File: config.mk
export PLATFORM = sky130hd
export DESIGN_NAME = energy_monitor
export DESIGN_NICKNAME = d
export VERILOG_FILES = /design/src/energy_monitor_pkg.sv /design/src/logic_ctrl.sv /design/src/step_counter.sv /design/src/partial_energy_calc.sv /design/src/energy_accumulator.sv /design/src/energy_monitor.sv
export SDC_FILE = /design/constraint.sdc
export NUM_CORES = 1
export LEC_CHECK = 0
export ABC_AREA = 1
export BUFFER_PORTS_ARGS = -buffer_cell sky130_fd_sc_hd__buf_2
export CORE_MARGIN = 5
export CORE_UTILIZATION = 60
export CTS_CLUSTER_SIZE = 16
export DETAILED_ROUTE_END_ITERATION = 6
export HOLD_SLACK_MARGIN = 0.12
export MAX_ROUTING_LAYER = met4
export PLACE_DENSITY_LB_ADDON = 0.25
export SKIP_LAST_GASP = 1
export SLEW_MARGIN = 10
export SYNTH_ARGS = -nofsm -noshare
export SYNTH_HDL_FRONTEND = slang
export SYNTH_SLANG_ARGS = --single-unit
File: constraint.sdc
create_clock -name clk_i -period 29.9 [get_ports clk_i]
set_input_delay 1.495 -clock clk_i [delete_from_list [all_inputs] [get_ports clk_i]]
set_output_delay 1.495 -clock clk_i [all_outputs]
set_load 0.1 [all_outputs]
File: src/energy_monitor_pkg.sv
// sizes, controller state enum, config/spin/weight-row/partial structs for the energy monitor
package energy_monitor_pkg;

    localparam int NUM_SPIN  = 16; // spins per configuration
    localparam int WEIGHT_W  = 4;  // signed coupling and field width
    localparam int ROW_IDX_W = 4;  // row index width
    localparam int ENERGY_W  = 16; // signed energy width
    localparam int CNT_W     = ROW_IDX_W + 1; // row count, one past the last index

    // controller states
    typedef enum logic [1:0] {
        SLEEP   = 2'b00,
        IDLE    = 2'b01,
        LOAD    = 2'b10,
        COMPUTE = 2'b11
    } state_t;

    // configuration word
    typedef struct packed {
        logic [ROW_IDX_W-1:0] n_rows;   // active rows minus one
        logic                 field_en; // include h term
    } config_t;

    // bit 1 is spin +1, bit 0 is spin -1
    typedef logic [NUM_SPIN-1:0] spin_vec_t;

    // one row of the coupling matrix plus the local field of that row
    typedef struct packed {
        logic [NUM_SPIN-1:0][WEIGHT_W-1:0] coupling; // J(i,j), signed entries
        logic signed [WEIGHT_W-1:0]        field;    // h(i)
    } weight_row_t;

    // row energy handed to the accumulator
    typedef struct packed {
        logic signed [ENERGY_W-1:0] value; // s(i) * local field
        logic                       add;   // one-cycle add strobe
    } partial_t;

endpackage

File: src/logic_ctrl.sv
// controller FSM: sleep/idle/load/compute sequencing, handshake readies and energy valid
`timescale 1ns/1ps

module logic_ctrl import energy_monitor_pkg::*; (
    input  logic   clk_i,
    input  logic   rst_n_i,        // synchronous, active low
    input  logic   en_i,           // level enable
    input  logic   debug_en_i,     // freezes the state

    input  logic   config_valid_i,
    output logic   config_ready_o,

    input  logic   spin_valid_i,
    output logic   spin_ready_o,

    input  logic   weight_valid_i,
    output logic   weight_ready_o,

    input  logic   counter_ready_i, // last active row accepted
    input  logic   cmpt_done_i,     // row energy accumulated

    output logic   energy_valid_o,
    input  logic   energy_ready_i,

    output state_t state_o
);

    state_t state_q;
    state_t state_d;
    logic   accept_ok;  // new transfers allowed this cycle

    assign accept_ok = en_i && !debug_en_i;

    // config is only taken alongside spins in IDLE
    assign config_ready_o = (state_q == IDLE) && accept_ok;
    assign spin_ready_o   = (state_q == IDLE) && accept_ok;
    assign weight_ready_o = (state_q == LOAD) && accept_ok;
    assign energy_valid_o = (state_q == COMPUTE) && cmpt_done_i && counter_ready_i;

    assign state_o = state_q;

    always_comb begin
        state_d = state_q;
        if (!en_i) begin
            state_d = SLEEP;
        end else if (!debug_en_i) begin
            case (state_q)
                SLEEP: begin
                    state_d = IDLE;
                end
                IDLE: begin
                    if (spin_valid_i && spin_ready_o) begin
                        state_d = LOAD;
                    end
                end
                LOAD: begin
                    if (weight_valid_i && weight_ready_o) begin
                        state_d = COMPUTE;
                    end
                end
                COMPUTE: begin
                    if (cmpt_done_i) begin
                        if (!counter_ready_i) begin
                            state_d = LOAD;  // more rows to come
                        end else if (energy_ready_i) begin
                            state_d = IDLE;  // result taken
                        end
                    end
                end
                default: begin
                    state_d = SLEEP;
                end
            endcase
        end else if (energy_valid_o && energy_ready_i) begin
            // a result already on offer still completes its transfer
            state_d = IDLE;
        end
    end

    always_ff @(posedge clk_i) begin
        if (!rst_n_i) begin
            state_q <= SLEEP;
        end else begin
            state_q <= state_d;
        end
    end

    // result stays offered until it is taken
    assert property (@(posedge clk_i) disable iff (!rst_n_i)
        energy_valid_o && !energy_ready_i && en_i |=> energy_valid_o && state_q == COMPUTE);

    // every weight row starts a new computation with done cleared
    assert property (@(posedge clk_i) disable iff (!rst_n_i)
        weight_valid_i && weight_ready_o |=> (state_q == COMPUTE) && !cmpt_done_i);

endmodule

File: src/step_counter.sv
// row counter: holds the configuration, counts accepted weight rows, flags the last row
`timescale 1ns/1ps

module step_counter import energy_monitor_pkg::*; (
    input  logic                 clk_i,
    input  logic                 rst_n_i,
    input  logic                 config_load_i,  // config handshake
    input  config_t              config_i,
    input  logic                 clear_i,        // new spin vector or sleep
    input  logic                 step_i,         // weight handshake
    output logic [ROW_IDX_W-1:0] row_idx_o,
    output logic                 field_en_o,
    output logic                 counter_ready_o
);

    config_t          cfg_q;
    logic [CNT_W-1:0] count_q; // rows accepted so far

    always_ff @(posedge clk_i) begin
        if (!rst_n_i) begin
            cfg_q <= '0;
        end else if (config_load_i) begin
            cfg_q <= config_i;
        end
    end

    always_ff @(posedge clk_i) begin
        if (!rst_n_i) begin
            count_q <= '0;
        end else if (clear_i) begin
            count_q <= '0;
        end else if (step_i) begin
            count_q <= count_q + 1'b1;
        end
    end

    assign row_idx_o  = count_q[ROW_IDX_W-1:0]; // index of the next row to arrive
    assign field_en_o = cfg_q.field_en;

    // n_rows holds active rows minus one
    assign counter_ready_o = (count_q > CNT_W'(cfg_q.n_rows));

    // controller must not ask for a row past the last active one
    assert property (@(posedge clk_i) disable iff (!rst_n_i)
        step_i |-> !counter_ready_o);

endmodule

File: src/partial_energy_calc.sv
// row energy unit: latches spins and one weight row, forms s(i) * (sum J(i,j) s(j) + h(i))
`timescale 1ns/1ps

module partial_energy_calc import energy_monitor_pkg::*; (
    input  logic                 clk_i,
    input  logic                 rst_n_i,
    input  logic                 spin_load_i,  // spin handshake
    input  spin_vec_t            spin_i,
    input  logic                 row_load_i,   // weight handshake
    input  weight_row_t          weight_i,
    input  logic [ROW_IDX_W-1:0] row_idx_i,
    input  logic                 field_en_i,
    output partial_t             partial_o,
    output logic                 cmpt_done_o
);

    spin_vec_t                  spin_q;
    weight_row_t                row_q;
    logic [ROW_IDX_W-1:0]       idx_q;    // row index of row_q
    logic                       row_pend; // row captured, energy not yet formed
    logic signed [ENERGY_W-1:0] local_field;
    logic signed [ENERGY_W-1:0] row_energy;
    logic signed [ENERGY_W-1:0] value_q;
    logic                       add_q;
    logic                       done_q;

    // payload registers
    always_ff @(posedge clk_i) begin
        if (spin_load_i) begin
            spin_q <= spin_i;
        end
        if (row_load_i) begin
            row_q <= weight_i;
            idx_q <= row_idx_i;
        end
        value_q <= row_energy;
    end

    // sum of J(i,j) * s(j), with s(j) = +1 or -1
    always_comb begin
        local_field = '0;
        for (int j = 0; j < NUM_SPIN; j++) begin
            if (spin_q[j]) begin
                local_field = local_field + $signed(row_q.coupling[j]);
            end else begin
                local_field = local_field - $signed(row_q.coupling[j]);
            end
        end
        if (field_en_i) begin
            local_field = local_field + $signed(row_q.field);
        end
    end

    assign row_energy = spin_q[idx_q] ? local_field : -local_field; // times s(i)

    always_ff @(posedge clk_i) begin
        if (!rst_n_i) begin
            row_pend <= 1'b0;
            add_q    <= 1'b0;
            done_q   <= 1'b0;
        end else begin
            row_pend <= row_load_i;
            add_q    <= row_pend;  // one-cycle strobe with value_q
            if (spin_load_i || row_load_i) begin
                done_q <= 1'b0;
            end else if (add_q) begin
                done_q <= 1'b1;    // rises with the accumulator update
            end
        end
    end

    assign partial_o.value = value_q;
    assign partial_o.add   = add_q;
    assign cmpt_done_o     = done_q;

endmodule

File: src/energy_accumulator.sv
// signed energy accumulator: clears on a new spin vector, subtracts each row energy
`timescale 1ns/1ps

module energy_accumulator import energy_monitor_pkg::*; (
    input  logic                       clk_i,
    input  logic                       rst_n_i,
    input  logic                       clear_i,   // spin handshake
    input  partial_t                   partial_i,
    output logic signed [ENERGY_W-1:0] energy_o
);

    logic signed [ENERGY_W-1:0] total_q;

    // H carries a leading minus, so row energies are subtracted
    always_ff @(posedge clk_i) begin
        if (!rst_n_i) begin
            total_q <= '0;
        end else if (clear_i) begin
            total_q <= '0;
        end else if (partial_i.add) begin
            total_q <= total_q - partial_i.value;
        end
    end

    assign energy_o = total_q; // held between updates

    // a spin vector can only arrive once all rows have settled
    assert property (@(posedge clk_i) disable iff (!rst_n_i)
        !(clear_i && partial_i.add));

endmodule

File: src/energy_monitor.sv
// energy monitor top: controller, row counter, row energy unit and accumulator
`timescale 1ns/1ps

module energy_monitor import energy_monitor_pkg::*; (
    input  logic                       clk_i,
    input  logic                       rst_n_i,
    input  logic                       en_i,
    input  logic                       debug_en_i,

    input  logic                       config_valid_i,
    input  config_t                    config_i,
    output logic                       config_ready_o,

    input  logic                       spin_valid_i,
    input  spin_vec_t                  spin_i,
    output logic                       spin_ready_o,

    input  logic                       weight_valid_i,
    input  weight_row_t                weight_i,
    output logic                       weight_ready_o,

    output logic                       energy_valid_o,
    output logic signed [ENERGY_W-1:0] energy_o,
    input  logic                       energy_ready_i
);

    logic                 config_fire;
    logic                 spin_fire;
    logic                 weight_fire;
    logic                 counter_clear;
    logic                 counter_ready;
    logic                 cmpt_done;
    logic [ROW_IDX_W-1:0] row_idx;
    logic                 field_en;
    partial_t             partial;
    state_t               ctrl_state;

    assign config_fire   = config_valid_i && config_ready_o;
    assign spin_fire     = spin_valid_i && spin_ready_o;
    assign weight_fire   = weight_valid_i && weight_ready_o;
    assign counter_clear = spin_fire || (ctrl_state == SLEEP); // drop partial work on sleep

    logic_ctrl u_ctrl (
        .clk_i           (clk_i),
        .rst_n_i         (rst_n_i),
        .en_i            (en_i),
        .debug_en_i      (debug_en_i),
        .config_valid_i  (config_valid_i),
        .config_ready_o  (config_ready_o),
        .spin_valid_i    (spin_valid_i),
        .spin_ready_o    (spin_ready_o),
        .weight_valid_i  (weight_valid_i),
        .weight_ready_o  (weight_ready_o),
        .counter_ready_i (counter_ready),
        .cmpt_done_i     (cmpt_done),
        .energy_valid_o  (energy_valid_o),
        .energy_ready_i  (energy_ready_i),
        .state_o         (ctrl_state)
    );

    step_counter u_counter (
        .clk_i           (clk_i),
        .rst_n_i         (rst_n_i),
        .config_load_i   (config_fire),
        .config_i        (config_i),
        .clear_i         (counter_clear),
        .step_i          (weight_fire),
        .row_idx_o       (row_idx),
        .field_en_o      (field_en),
        .counter_ready_o (counter_ready)
    );

    partial_energy_calc u_partial (
        .clk_i       (clk_i),
        .rst_n_i     (rst_n_i),
        .spin_load_i (spin_fire),
        .spin_i      (spin_i),
        .row_load_i  (weight_fire),
        .weight_i    (weight_i),
        .row_idx_i   (row_idx),
        .field_en_i  (field_en),
        .partial_o   (partial),
        .cmpt_done_o (cmpt_done)
    );

    energy_accumulator u_acc (
        .clk_i     (clk_i),
        .rst_n_i   (rst_n_i),
        .clear_i   (spin_fire),
        .partial_i (partial),
        .energy_o  (energy_o)
    );

endmodule

Word level (Yosys, flattened, before mapping)
Index checks and enable logic that the tools add are counted.
- register bits: 135
- bits of input ports: 97
- output and inout port bits: 20
- word-level logic and storage cells: 120
- add/subtract/negate cells: 35
- order comparisons: 2
- equality and inequality tests: 8
- mux-type cells: 28
- bitwise gates (word level): 1
- reductions and logical operators: 18
- operators by type and width (cell ; number):
    $mux W16 ; 18
    $add A16 B4 Y16 ; 16
    $sub A16 B4 Y16 ; 15
    $neg A16 Y16 ; 1
    $sub A16 B16 Y16 ; 1
    $mux W2 ; 7
    $logic_and A1 B1 Y1 ; 9
    $pmux W2 S4 ; 1
    $ne A3 B2 Y1 const B ; 2
    $reduce_or A2 Y1 ; 3
    $add A5 B1 Y5 const B ; 1
    $gt A5 B4 Y1 ; 1
    $lt A4 B5 Y1 const B ; 1
    $reduce_and A5 Y1 ; 1
    $sub A1 B4 Y5 const A ; 1
    $bmux W1 S4 ; 1
    $eq A2 B2 Y1 const B ; 2
    $ne A4 B4 Y1 const B ; 1
    $ne A3 B3 Y1 const B ; 1
    $eq A2 B1 Y1 const B ; 1
    $logic_not A2 Y1 ; 1
    $logic_or A1 B1 Y1 ; 2
    $ne A2 B1 Y1 const B ; 1
    $reduce_and A2 Y1 ; 1
    other kinds (3) ; 3

Depth between registers and ports, before layout
Gate-level depths: netlist (run 1).
- word-level depth: 36
- gate-level depth with buffers: 103
- mapped depth without buffers: 102

Hierarchy
From an unflattened synthesis (run 1), not the netlist that was laid out.
- cell total of the unflattened synthesis: 2803
- area, all modules: 19203.4 µm²
- by module, submodules not included (module ; instances ; cells each ; area an instance (µm²) ; seq. area each (µm²)):
    partial_energy_calc ; 1 ; 2386 ; 16777.3 ; 3022.9
    energy_accumulator ; 1 ; 293 ; 1624.1 ; 320.3
    step_counter ; 1 ; 74 ; 535.5 ; 200.2
    logic_ctrl ; 1 ; 43 ; 235.2 ; 40.0
    energy_monitor ; 1 ; 7 ; 31.3 ; 0.0

Worst setup path before layout (run 1)
Ideal clock, no wire load.
- kind: register to register
- start point: reg u_partial.row_q[8] (netlist name)
- end point: reg u_partial.value_q[15]
- library setup time: 0.112 ns
- arrival time: 13.521 ns
- required time: 29.788 ns
- slack: 16.267 ns
- cell stages (with the launch flop): 94
- path buffers: 1
- period minus slack after synthesis: 13.633 ns
- path through: edfxtp_1 > inv_1 > ha_1 > nand3_1 > ha_1 > nand2_1 > nand2_1 > inv_1 > ha_1 > buf_6 > nand2_1 > nand2_1 > a31oi_1 > xor2_1 > ha_1 > a21oi_1 > o21ai_0 > xor2_1 > (+58 left out) > ha_1 > inv_1 > nor3_1 > a21oi_1 > nand3_1 > nand3_1 > nand2_1 > nand2_1 > nor2_1 > nand3_1 > nand2_1 > nand2_1 > nand2_1 > nand2_1 > nand2_2 > inv_1 > nand3_1 > nand2_1
- word-level cells in the longest chain between the ends: 34
- elaborated cells on any way between the ends: 49
- those cells by class: add/sub (32); mux (17)
- ends and longest elaborated chain (what ; line ; text):
    start, declared ; partial_energy_calc.sv:18 ; weight_row_t row_q;
    start signal, assigned ; partial_energy_calc.sv:33 ; row_q <= weight_i;
    $sub A16 B4 Y16 / $add A16 B4 Y16 (equally long branches) ; partial_energy_calc.sv:46, partial_energy_calc.sv:44 ;
    $mux W16 * ; partial_energy_calc.sv:43 ; if (spin_q[j]) begin
    $sub A16 B4 Y16 / $add A16 B4 Y16 (equally long branches) ; partial_energy_calc.sv:46, partial_energy_calc.sv:44 ;
    $mux W16 * ; partial_energy_calc.sv:43 ;
    $sub A16 B4 Y16 / $add A16 B4 Y16 (equally long branches) ; partial_energy_calc.sv:46, partial_energy_calc.sv:44 ;
    $mux W16 * ; partial_energy_calc.sv:43 ;
    $sub A16 B4 Y16 / $add A16 B4 Y16 (equally long branches) ; partial_energy_calc.sv:46, partial_energy_calc.sv:44 ;
    $mux W16 * ; partial_energy_calc.sv:43 ;
    (+19 left out) ; - ;
    $mux W16 * ; partial_energy_calc.sv:43 ;
    $sub A16 B4 Y16 / $add A16 B4 Y16 (equally long branches) ; partial_energy_calc.sv:46, partial_energy_calc.sv:44 ;
    $mux W16 * ; partial_energy_calc.sv:43 ;
    $add A16 B4 Y16 ; partial_energy_calc.sv:50 ; local_field = local_field + $signed(row_q.field);
    $mux W16 * ; partial_energy_calc.sv:49 ; if (field_en_i) begin
    $neg A16 Y16 ; partial_energy_calc.sv:54 ; assign row_energy = spin_q[idx_q] ? local_field : -local_field;
    $mux W16 * ; partial_energy_calc.sv:54 ;
    via u_partial.row_energy[15] ; partial_energy_calc.sv:22 ; logic signed [ENERGY_W-1:0] row_energy;
    end signal, assigned ; partial_energy_calc.sv:36 ; value_q <= row_energy;
    end, declared ; partial_energy_calc.sv:23 ; logic signed [ENERGY_W-1:0] value_q;
The timed path passes the listed nets; every way through them passes the cells marked *.
A chain may end at the register's enable or synchronous reset.

Worst setup path after layout (run 1)
- start point: reg u_partial.spin_q[1]
- end point: reg u_partial.value_q[15]
- word-level cells in the longest chain between the ends: 33
- elaborated cells on any way between the ends: 49
- those cells by class: add/sub (30); mux (19)
- ends and longest elaborated chain (what ; line ; text):
    start, declared ; partial_energy_calc.sv:17 ; spin_vec_t spin_q;
    start signal, assigned ; partial_energy_calc.sv:30 ; spin_q <= spin_i;
    $mux W16 ; partial_energy_calc.sv:43 ;
    $sub A16 B4 Y16 / $add A16 B4 Y16 (equally long branches) ; partial_energy_calc.sv:46, partial_energy_calc.sv:44 ;
    $mux W16 ; partial_energy_calc.sv:43 ;
    $sub A16 B4 Y16 / $add A16 B4 Y16 (equally long branches) ; partial_energy_calc.sv:46, partial_energy_calc.sv:44 ;
    $mux W16 ; partial_energy_calc.sv:43 ;
    $sub A16 B4 Y16 / $add A16 B4 Y16 (equally long branches) ; partial_energy_calc.sv:46, partial_energy_calc.sv:44 ;
    $mux W16 ; partial_energy_calc.sv:43 ;
    $sub A16 B4 Y16 / $add A16 B4 Y16 (equally long branches) ; partial_energy_calc.sv:46, partial_energy_calc.sv:44 ;
    (+18 left out) ; - ;
    $mux W16 ; partial_energy_calc.sv:43 ;
    $sub A16 B4 Y16 / $add A16 B4 Y16 (equally long branches) ; partial_energy_calc.sv:46, partial_energy_calc.sv:44 ;
    $mux W16 ; partial_energy_calc.sv:43 ;
    $add A16 B4 Y16 ; partial_energy_calc.sv:50 ;
    $mux W16 ; partial_energy_calc.sv:49 ;
    $neg A16 Y16 ; partial_energy_calc.sv:54 ;
    $mux W16 * ; partial_energy_calc.sv:54 ;
    via u_partial.row_energy[15] ; partial_energy_calc.sv:22 ;
The timed path passes the listed nets; every way through them passes the cells marked *. The select of a mux whose other input is x is not followed.

==> results of run 1 <==
==> sequential cells by signal, summed over array words and instances, names as in the netlist <==
name,cells
u_partial.cmpt_done_o,1
u_partial.idx_q,4
u_acc.energy_o,16
u_partial.spin_q,16
u_partial.value_q,16
u_counter.field_en_o,1
u_counter.count_q,5
u_counter.cfg_q,4
u_partial.row_q,68
u_ctrl.state_o,2
u_partial.add_q,1
u_partial.row_pend,1
==> cells by family after synthesis <==
logic type | synth area share
AO/OA/AOI/OAI | 0.160
XOR/XNOR | 0.102
adder cells (fa/ha/maj) | 0.227
buffers and inverters | 0.102
flip-flops | 0.189
AND/OR/NAND/NOR | 0.220
==> how the worst max path moves through the flow <==
stage,endpoint,cells past startpoint,startpoint,slack (ns)
after global placement,u_partial.value_q[15]$_DFF_P_,95,u_partial.row_q[10]$_DFFE_PP_,14.80
after floorplan,u_partial.value_q[15]$_DFF_P_,93,u_partial.row_q[8]$_DFFE_PP_,16.27
after global routing,u_partial.value_q[15]$_DFF_P_,94,u_partial.row_q[4]$_DFFE_PP_,12.66
after detailed placement,u_partial.value_q[15]$_DFF_P_,90,u_partial.row_q[8]$_DFFE_PP_,14.51
after CTS,u_partial.value_q[15]$_DFF_P_,90,u_partial.row_q[4]$_DFFE_PP_,14.40
final,u_partial.value_q[15]$_DFF_P_,94,u_partial.spin_q[1]$_DFFE_PP_,14.30
==> per-stage QoR <==
stage / area (um^2) / hold slack, ns / std cells / utilization
after detailed placement: 20000 / 0.403 / 3243 / 0.637
after global placement: 20000 / 0.393 / 3243 / 0.637
after global routing: 20600 / 0.455 / 3276 / 0.656
after floorplan: 19000 / 0.390 / 2736 / -
final: 20600 / 0.416 / 3276 / 0.656
after CTS: 20600 / 0.420 / 3275 / 0.656
==> tightest hold or removal path, cell delays in order, from the launching register on <==
cell and delay [ns]:
dfxtp_1 0.31, nand2_1 0.05, inv_1 0.04
==> cells in the mapped netlist (21+ instances only) <==
master      n
nand2_1   539
inv_1     488
ha_1      317
a21oi_1   265
nor2_1    238
xor2_1    177
nand3_1   140
o21ai_0   104
edfxtp_1   88
dfxtp_1    47
xnor2_1    44
o21bai_1   40
a31oi_1    22
nand4_1    22
o21ai_1    21
==> per-layer routing <==
metal | wire length, um | up-vias | track usage
li1 | - | 9326 | -
met1 | 23200 | 8046 | 0.367
met2 | 21800 | 333 | 0.451
met3 | 1880 | 44 | 0.0365
met4 | 564 | 0 | 0.0494
met5 | 0 | - | -
==> final cells by class <==
type / instances / area share
Tap cell: 402 / 0.0244
Timing Repair Buffer: 118 / 0.0289
Multi-Input combinational cell: 2090 / 0.652
Inverter: 498 / 0.0909
Antenna cell: 1 / 0.000121
Clock buffer: 17 / 0.0206
Sequential cell: 135 / 0.174
Clock inverter: 15 / 0.00862
==> layout by cell type (no fill, tap or decap), types with 4 or more instances in the layout <==
master	n
o31ai_1	4
o221ai_1	8
nand2_1	539
a31oi_1	22
nand3b_1	4
a211oi_1	8
nor4_1	10
a2111oi_0	4
nor3_1	19
ha_1	317
o21ai_1	21
fa_1	17
clkbuf_16	17
nand3_1	140
o21bai_1	40
nand4_1	22
a22oi_1	10
xnor2_1	44
xor2_1	177
inv_2	9
inv_8	5
nor2_1	238
o21ai_0	104
or2_2	7
inv_1	487
edfxtp_1	88
o2111ai_1	4
a21o_1	15
o211ai_1	12
buf_2	116
dfxtp_1	47
nand2_2	10
a21oi_1	265
==> run summary, run 1 <==
ANT nets after route -> 0
Clock root buffer -> clkbuf_16
Max-slew violation count -> 0
Post-synth EDFFs -> 88
Worst Hold End -> u_partial.add_q$_SDFF_PN0_
Peak Freq -> 0.0641 GHz
Crit path max-delay cell type -> edfxtp_1
Die Ht -> 188 um
Setup Viol. Count Final -> 0
WHS Path Cells -> 2
CTS Buffer Depth -> 2
Layout cells sized above 1 -> 0.0668
Synth top area cells -> ha_1 (21%), edfxtp_1 (14%), nand2_1 (11%)
IO buf count -> 116
Die X -> 188 um
Yosys top cell area share -> 0.209
Max_cap viols -> 0
WP data required -> 30.25 ns
Setup TNS -> 0 ns
R2r endpoint -> u_partial.value_q[15]$_DFF_P_
Tcrit/Tclk final -> 0.522
Worst relative slew slack -> 0.300
Post-Syn Area -> 19000 um^2
Vias per inst -> 5.42
Num CTS Buffers -> 17
Clock insertion delay at the later pin of the skew report -> 0.46 ns
Seq. cell area -> 3580 um^2
WS Path Type -> flop to flop
Combined area of the multi-input logic cells -> 13400 um^2
Avg Inst Size Synth -> 6.93 um^2
Least-Margin Pin Slew -> 1.05 ns
Crit. End Element -> flop
Hold Startpoint -> u_partial.row_pend$_SDFF_PN0_
Cell mode on critical path -> inv_1
Tot GR Track Use -> 0.274
Setup ws final -> 14.30 ns
Top_reg_cell synth -> edfxtp_1
Syn nets -> 3167
CP Max Fanout -> 8
Unrepaired setup endpoints after global routing -> no
Core box area -> 31400 um^2
Worst path max stage delay -> 0.42 ns
DRT Wirelength -> 47500 um
CTS tree -> yes
Worst r2r src -> u_partial.spin_q[1]$_DFFE_PP_
Area Growth Syn to Fin -> 8.61%
GR Overflow Total -> 0
Fillers -> 2873
Hold buffer count at cts -> 0
Initial antenna violation count -> 1
Die footprint -> 35300 um^2
Post-CTS setup buffers -> 0
Seq/Total Area, Yosys -> 0.189
H-tree levels -> 4
Final Hold Fails -> 0
Flop2flop setup slack -> 14.30 ns
Status -> finished, violations left
Global placement routability congestion -> 0.949
Crit path max-delay family -> adder cells
Flops & latches, synth -> 135
Vias in the first global route -> 16900
Count of different cell masters after synthesis -> 55
Worst min path class -> flop to flop
Global-route wire length before repair -> 79100 um
# clock sinks -> 135
Cell count after synthesis -> 2736
Initial DRC count -> 1068
CP Data Arrival Time -> 15.95 ns
WL per Instance -> 14.5 um
CP bufs+invs -> 21
Clock-pin slew on the worst setup and hold paths -> 0.07 ns
# resized after CTS -> 0
IO Pins -> 117
Post-layout net count -> 3291
Via count -> 17700
Fin Clk Skew -> 0.0163 ns
Failing checks -> DRC
Crit start category -> flop
Pin count of the biggest net entering global routing -> 77
R2R cell count -> 94
Pre-antenna DRT Iters -> 7
Leading area contributor after synthesis -> ha_1
Ys Warns -> 0
Initial Util -> 0.604
Worst setup slack after placement -> 14.51 ns
DRC -> 2
Synth async-reset ratio -> 0
HPWL after detailed placement -> 39500 um
# rows -> 65
Min Tclk post-route -> 15.60 ns
Power of run 1 is not shown: default switching activity piles up to over one toggle a cycle in this logic, so the estimate is an artifact.
==> run 2, diff against run 1 <==
- CORE_UTILIZATION: 60 -> 58
- clock period: 29.9 -> 13.2 ns (I/O delays scaled with it)
==> run 2 against run 1 <==
Effect of this change: the run ends with setup timing left; clock skew fell by 0.0047 ns; routed wire length rose by 29%; design area rose by 28%; final cell count rose by 15%; setup slack got worse by 15 ns; highest routed layer unchanged; register-to-register slack got worse by 15 ns.
==> run summary, run 2 (same netlist as run 1, synthesis figures left out) <==
Peak Freq -> 0.0704 GHz (+9.8%)
Setup Viol. Count Final -> 8 (+8)
Combined area of the multi-input logic cells -> 15600 um^2 (+16%)
Die Ht -> 191 um (+1.6%)
Flop2flop setup slack -> -1.00 ns (-15.30 ns)
Most frequent cells in the layout -> nand2_1 (505), buf_4 (443), inv_1 (426), ha_1 (240), nor2_1 (228)
R2r endpoint -> u_partial.value_q[15]$_DFF_P_
DRT Wirelength -> 61400 um (+29%)
Diode count -> 0 (-1)
WP data required -> 13.56 ns (-16.69 ns)
Pre-antenna DRT Iters -> 7 (unchanged)
Worst path max stage delay -> 0.40 ns (-0.02 ns)
Setup ws final -> -1.00 ns (-15.30 ns)
Max reg flops -> 68 (unchanged)
Clock-pin slew on the worst setup and hold paths -> 0.07 ns (about the same)
Die X -> 191 um (+1.6%)
Status -> finished, violations left
Seq. cell area -> 3580 um^2 (unchanged)
Area Growth Syn to Fin -> 39.1%
IO buf count -> 116 (unchanged)
Unrepaired setup endpoints after global routing -> yes
WS Path Type -> flop to flop
Die footprint -> 36400 um^2 (+3.3%)
Min Tclk post-route -> 14.20 ns (-1.40 ns)
# clock sinks -> 135 (unchanged)
Crit start category -> flop
Cell mode on critical path -> nand2_1
Crit path max-delay cell type -> edfxtp_1
HPWL after detailed placement -> 43000 um (+9.0%)
IO Pins -> 117 (unchanged)
Pin count of the biggest net entering global routing -> 50 (-35%)
Core box area -> 32500 um^2 (+3.4%)
Worst relative slew slack -> 0.248 (-0.0526)
Worst r2r src -> u_partial.row_q[4]$_DFFE_PP_
Max-slew violation count -> 0 (unchanged)
Commonest non-fill, non-tap cell in the layout -> nand2_1
Via count -> 20800 (+17%)
Critical path origin -> u_partial.row_q[4]$_DFFE_PP_
CTS Buffer Depth -> 2 (unchanged)
Least-Margin Pin Slew -> 1.13 ns (+0.0776 ns)
ANT nets after route -> 0 (unchanged)
Tcrit/Tclk final -> 1.08 (+0.554)
R2R cell count -> 92 (-2.1%)
CP endpoint -> u_partial.value_q[15]$_DFF_P_
Num CTS Buffers -> 17 (unchanged)
Crit. End Element -> flop
Initial Util -> 0.585 (-0.0198)
CP Max Fanout -> 6 (-2)
Final Hold Fails -> 0 (unchanged)
CP Data Arrival Time -> 14.56 ns (-1.39 ns)
Post-layout net count -> 3753 (+14%)
CTS tree -> yes
DRC -> 0 (-2)
# rows -> 66 (+1.5%)
Initial antenna violation count -> 0 (-1)
Worst min path class -> primary input to flop
Clock root buffer -> clkbuf_16
WL per Instance -> 16.3 um (+12%)
Vias in the first global route -> 20700 (+22%)
Setup TNS -> -3.73 ns (-3.73 ns)
Clock insertion delay at the later pin of the skew report -> 0.47 ns (about the same)
Max_cap viols -> 0 (unchanged)
Tot GR Track Use -> 0.323 (+0.0490)
H-tree levels -> 4 (unchanged)
Fin Clk Skew -> 0.0117 ns (-0.00470 ns)
Layout cells sized above 1 -> 0.300 (+0.233)
Fillers -> 2059 (-28%)
Largest Register -> u_partial.row_q
Global placement routability congestion -> 0.935 (-1.4%)
Failing checks -> setup timing
Vias per inst -> 5.51 (+1.7%)
Initial DRC count -> 1527 (+43%)
Global-route wire length before repair -> 94800 um (+20%)
GR Overflow Total -> 0 (unchanged)
-- run 2: cell types whose count changed in the layout (fill, tap and decap cells not counted), moves of 34 or more --
cell / previous run / this run
buf_4: 2 / 443
ha_1: 317 / 240
ha_4: 0 / 77
inv_1: 487 / 426
a21oi_1: 265 / 213
inv_2: 9 / 59
a21oi_2: 1 / 47
nand2_1: 539 / 505
-- run 2: worst min path at each step --
| stage | startpoint | endpoint | slack [ns] | cells past startpoint |
|---|---|---|---|---|
| finish | weight_i[24] | u_partial.row_q[24]$_DFFE_PP_ | 0.36 | 1 |
| global route | weight_i[5] | u_partial.row_q[5]$_DFFE_PP_ | 0.36 | 1 |
| CTS | weight_i[2] | u_partial.row_q[2]$_DFFE_PP_ | 0.35 | 1 |
| detailed placement | u_partial.row_pend$_SDFF_PN0_ | u_partial.add_q$_SDFF_PN0_ | 0.40 | 2 |
| global placement | u_partial.row_pend$_SDFF_PN0_ | u_partial.add_q$_SDFF_PN0_ | 0.40 | 2 |
| floorplan | u_partial.row_pend$_SDFF_PN0_ | u_partial.add_q$_SDFF_PN0_ | 0.39 | 2 |
-- run 2: cell type report --
type / count / share of cell area
multi-input cells: 2090 / 0.593
repair buffers: 580 / 0.157
flip-flops and latches: 135 / 0.136
inverters: 498 / 0.0720
well taps: 442 / 0.0210
clock buffers: 19 / 0.0165
clock inverters: 13 / 0.00498
-- run 2: per-layer routing --
layer | GRT usage | wire [um] | share of wire
met2 | 0.561 | 30200 | 0.49
met4 | 0.106 | 2270 | 0.037
met3 | 0.0401 | 3390 | 0.055
met5 | - | 0 | 0
met1 | 0.390 | 25600 | 0.42
-- run 2: critical path, delay by kind of cell, from the launching register on --
family	cells	cell delay (ns)
DFF	1	0.40
buffers and inverters	19	1.70
and+or+nand+nor	36	3.59
AOI/OAI and AO/OA	9	1.26
xor gates and xnor gates	11	1.96
adders and majority gates	17	5.15
-- run 2: through the flow --
step | hold WS, ns | area, um^2 | utilization | setup slack [ns] | std cells
6_report | 0.361 | 26400 | 0.813 | -1.00 | 3777
5_1_grt | 0.360 | 26400 | 0.813 | -1.65 | 3777
4_1_cts | 0.352 | 25500 | 0.787 | -0.289 | 3752
3_5_place_dp | 0.396 | 22900 | 0.704 | -1.16 | 3636
3_3_place_gp | 0.398 | 22900 | 0.704 | -0.948 | 3636
2_1_floorplan | 0.390 | 19100 | - | 0.0182 | 2736
-- run 2: timing repair --
item,CTS,global route
endpoints found under the setup margin,9,10
hold buffers,0,0
pin swaps,219,144
resized for setup,289,132
buffers inserted,84,29
Power of run 2 is left out for the same reason.
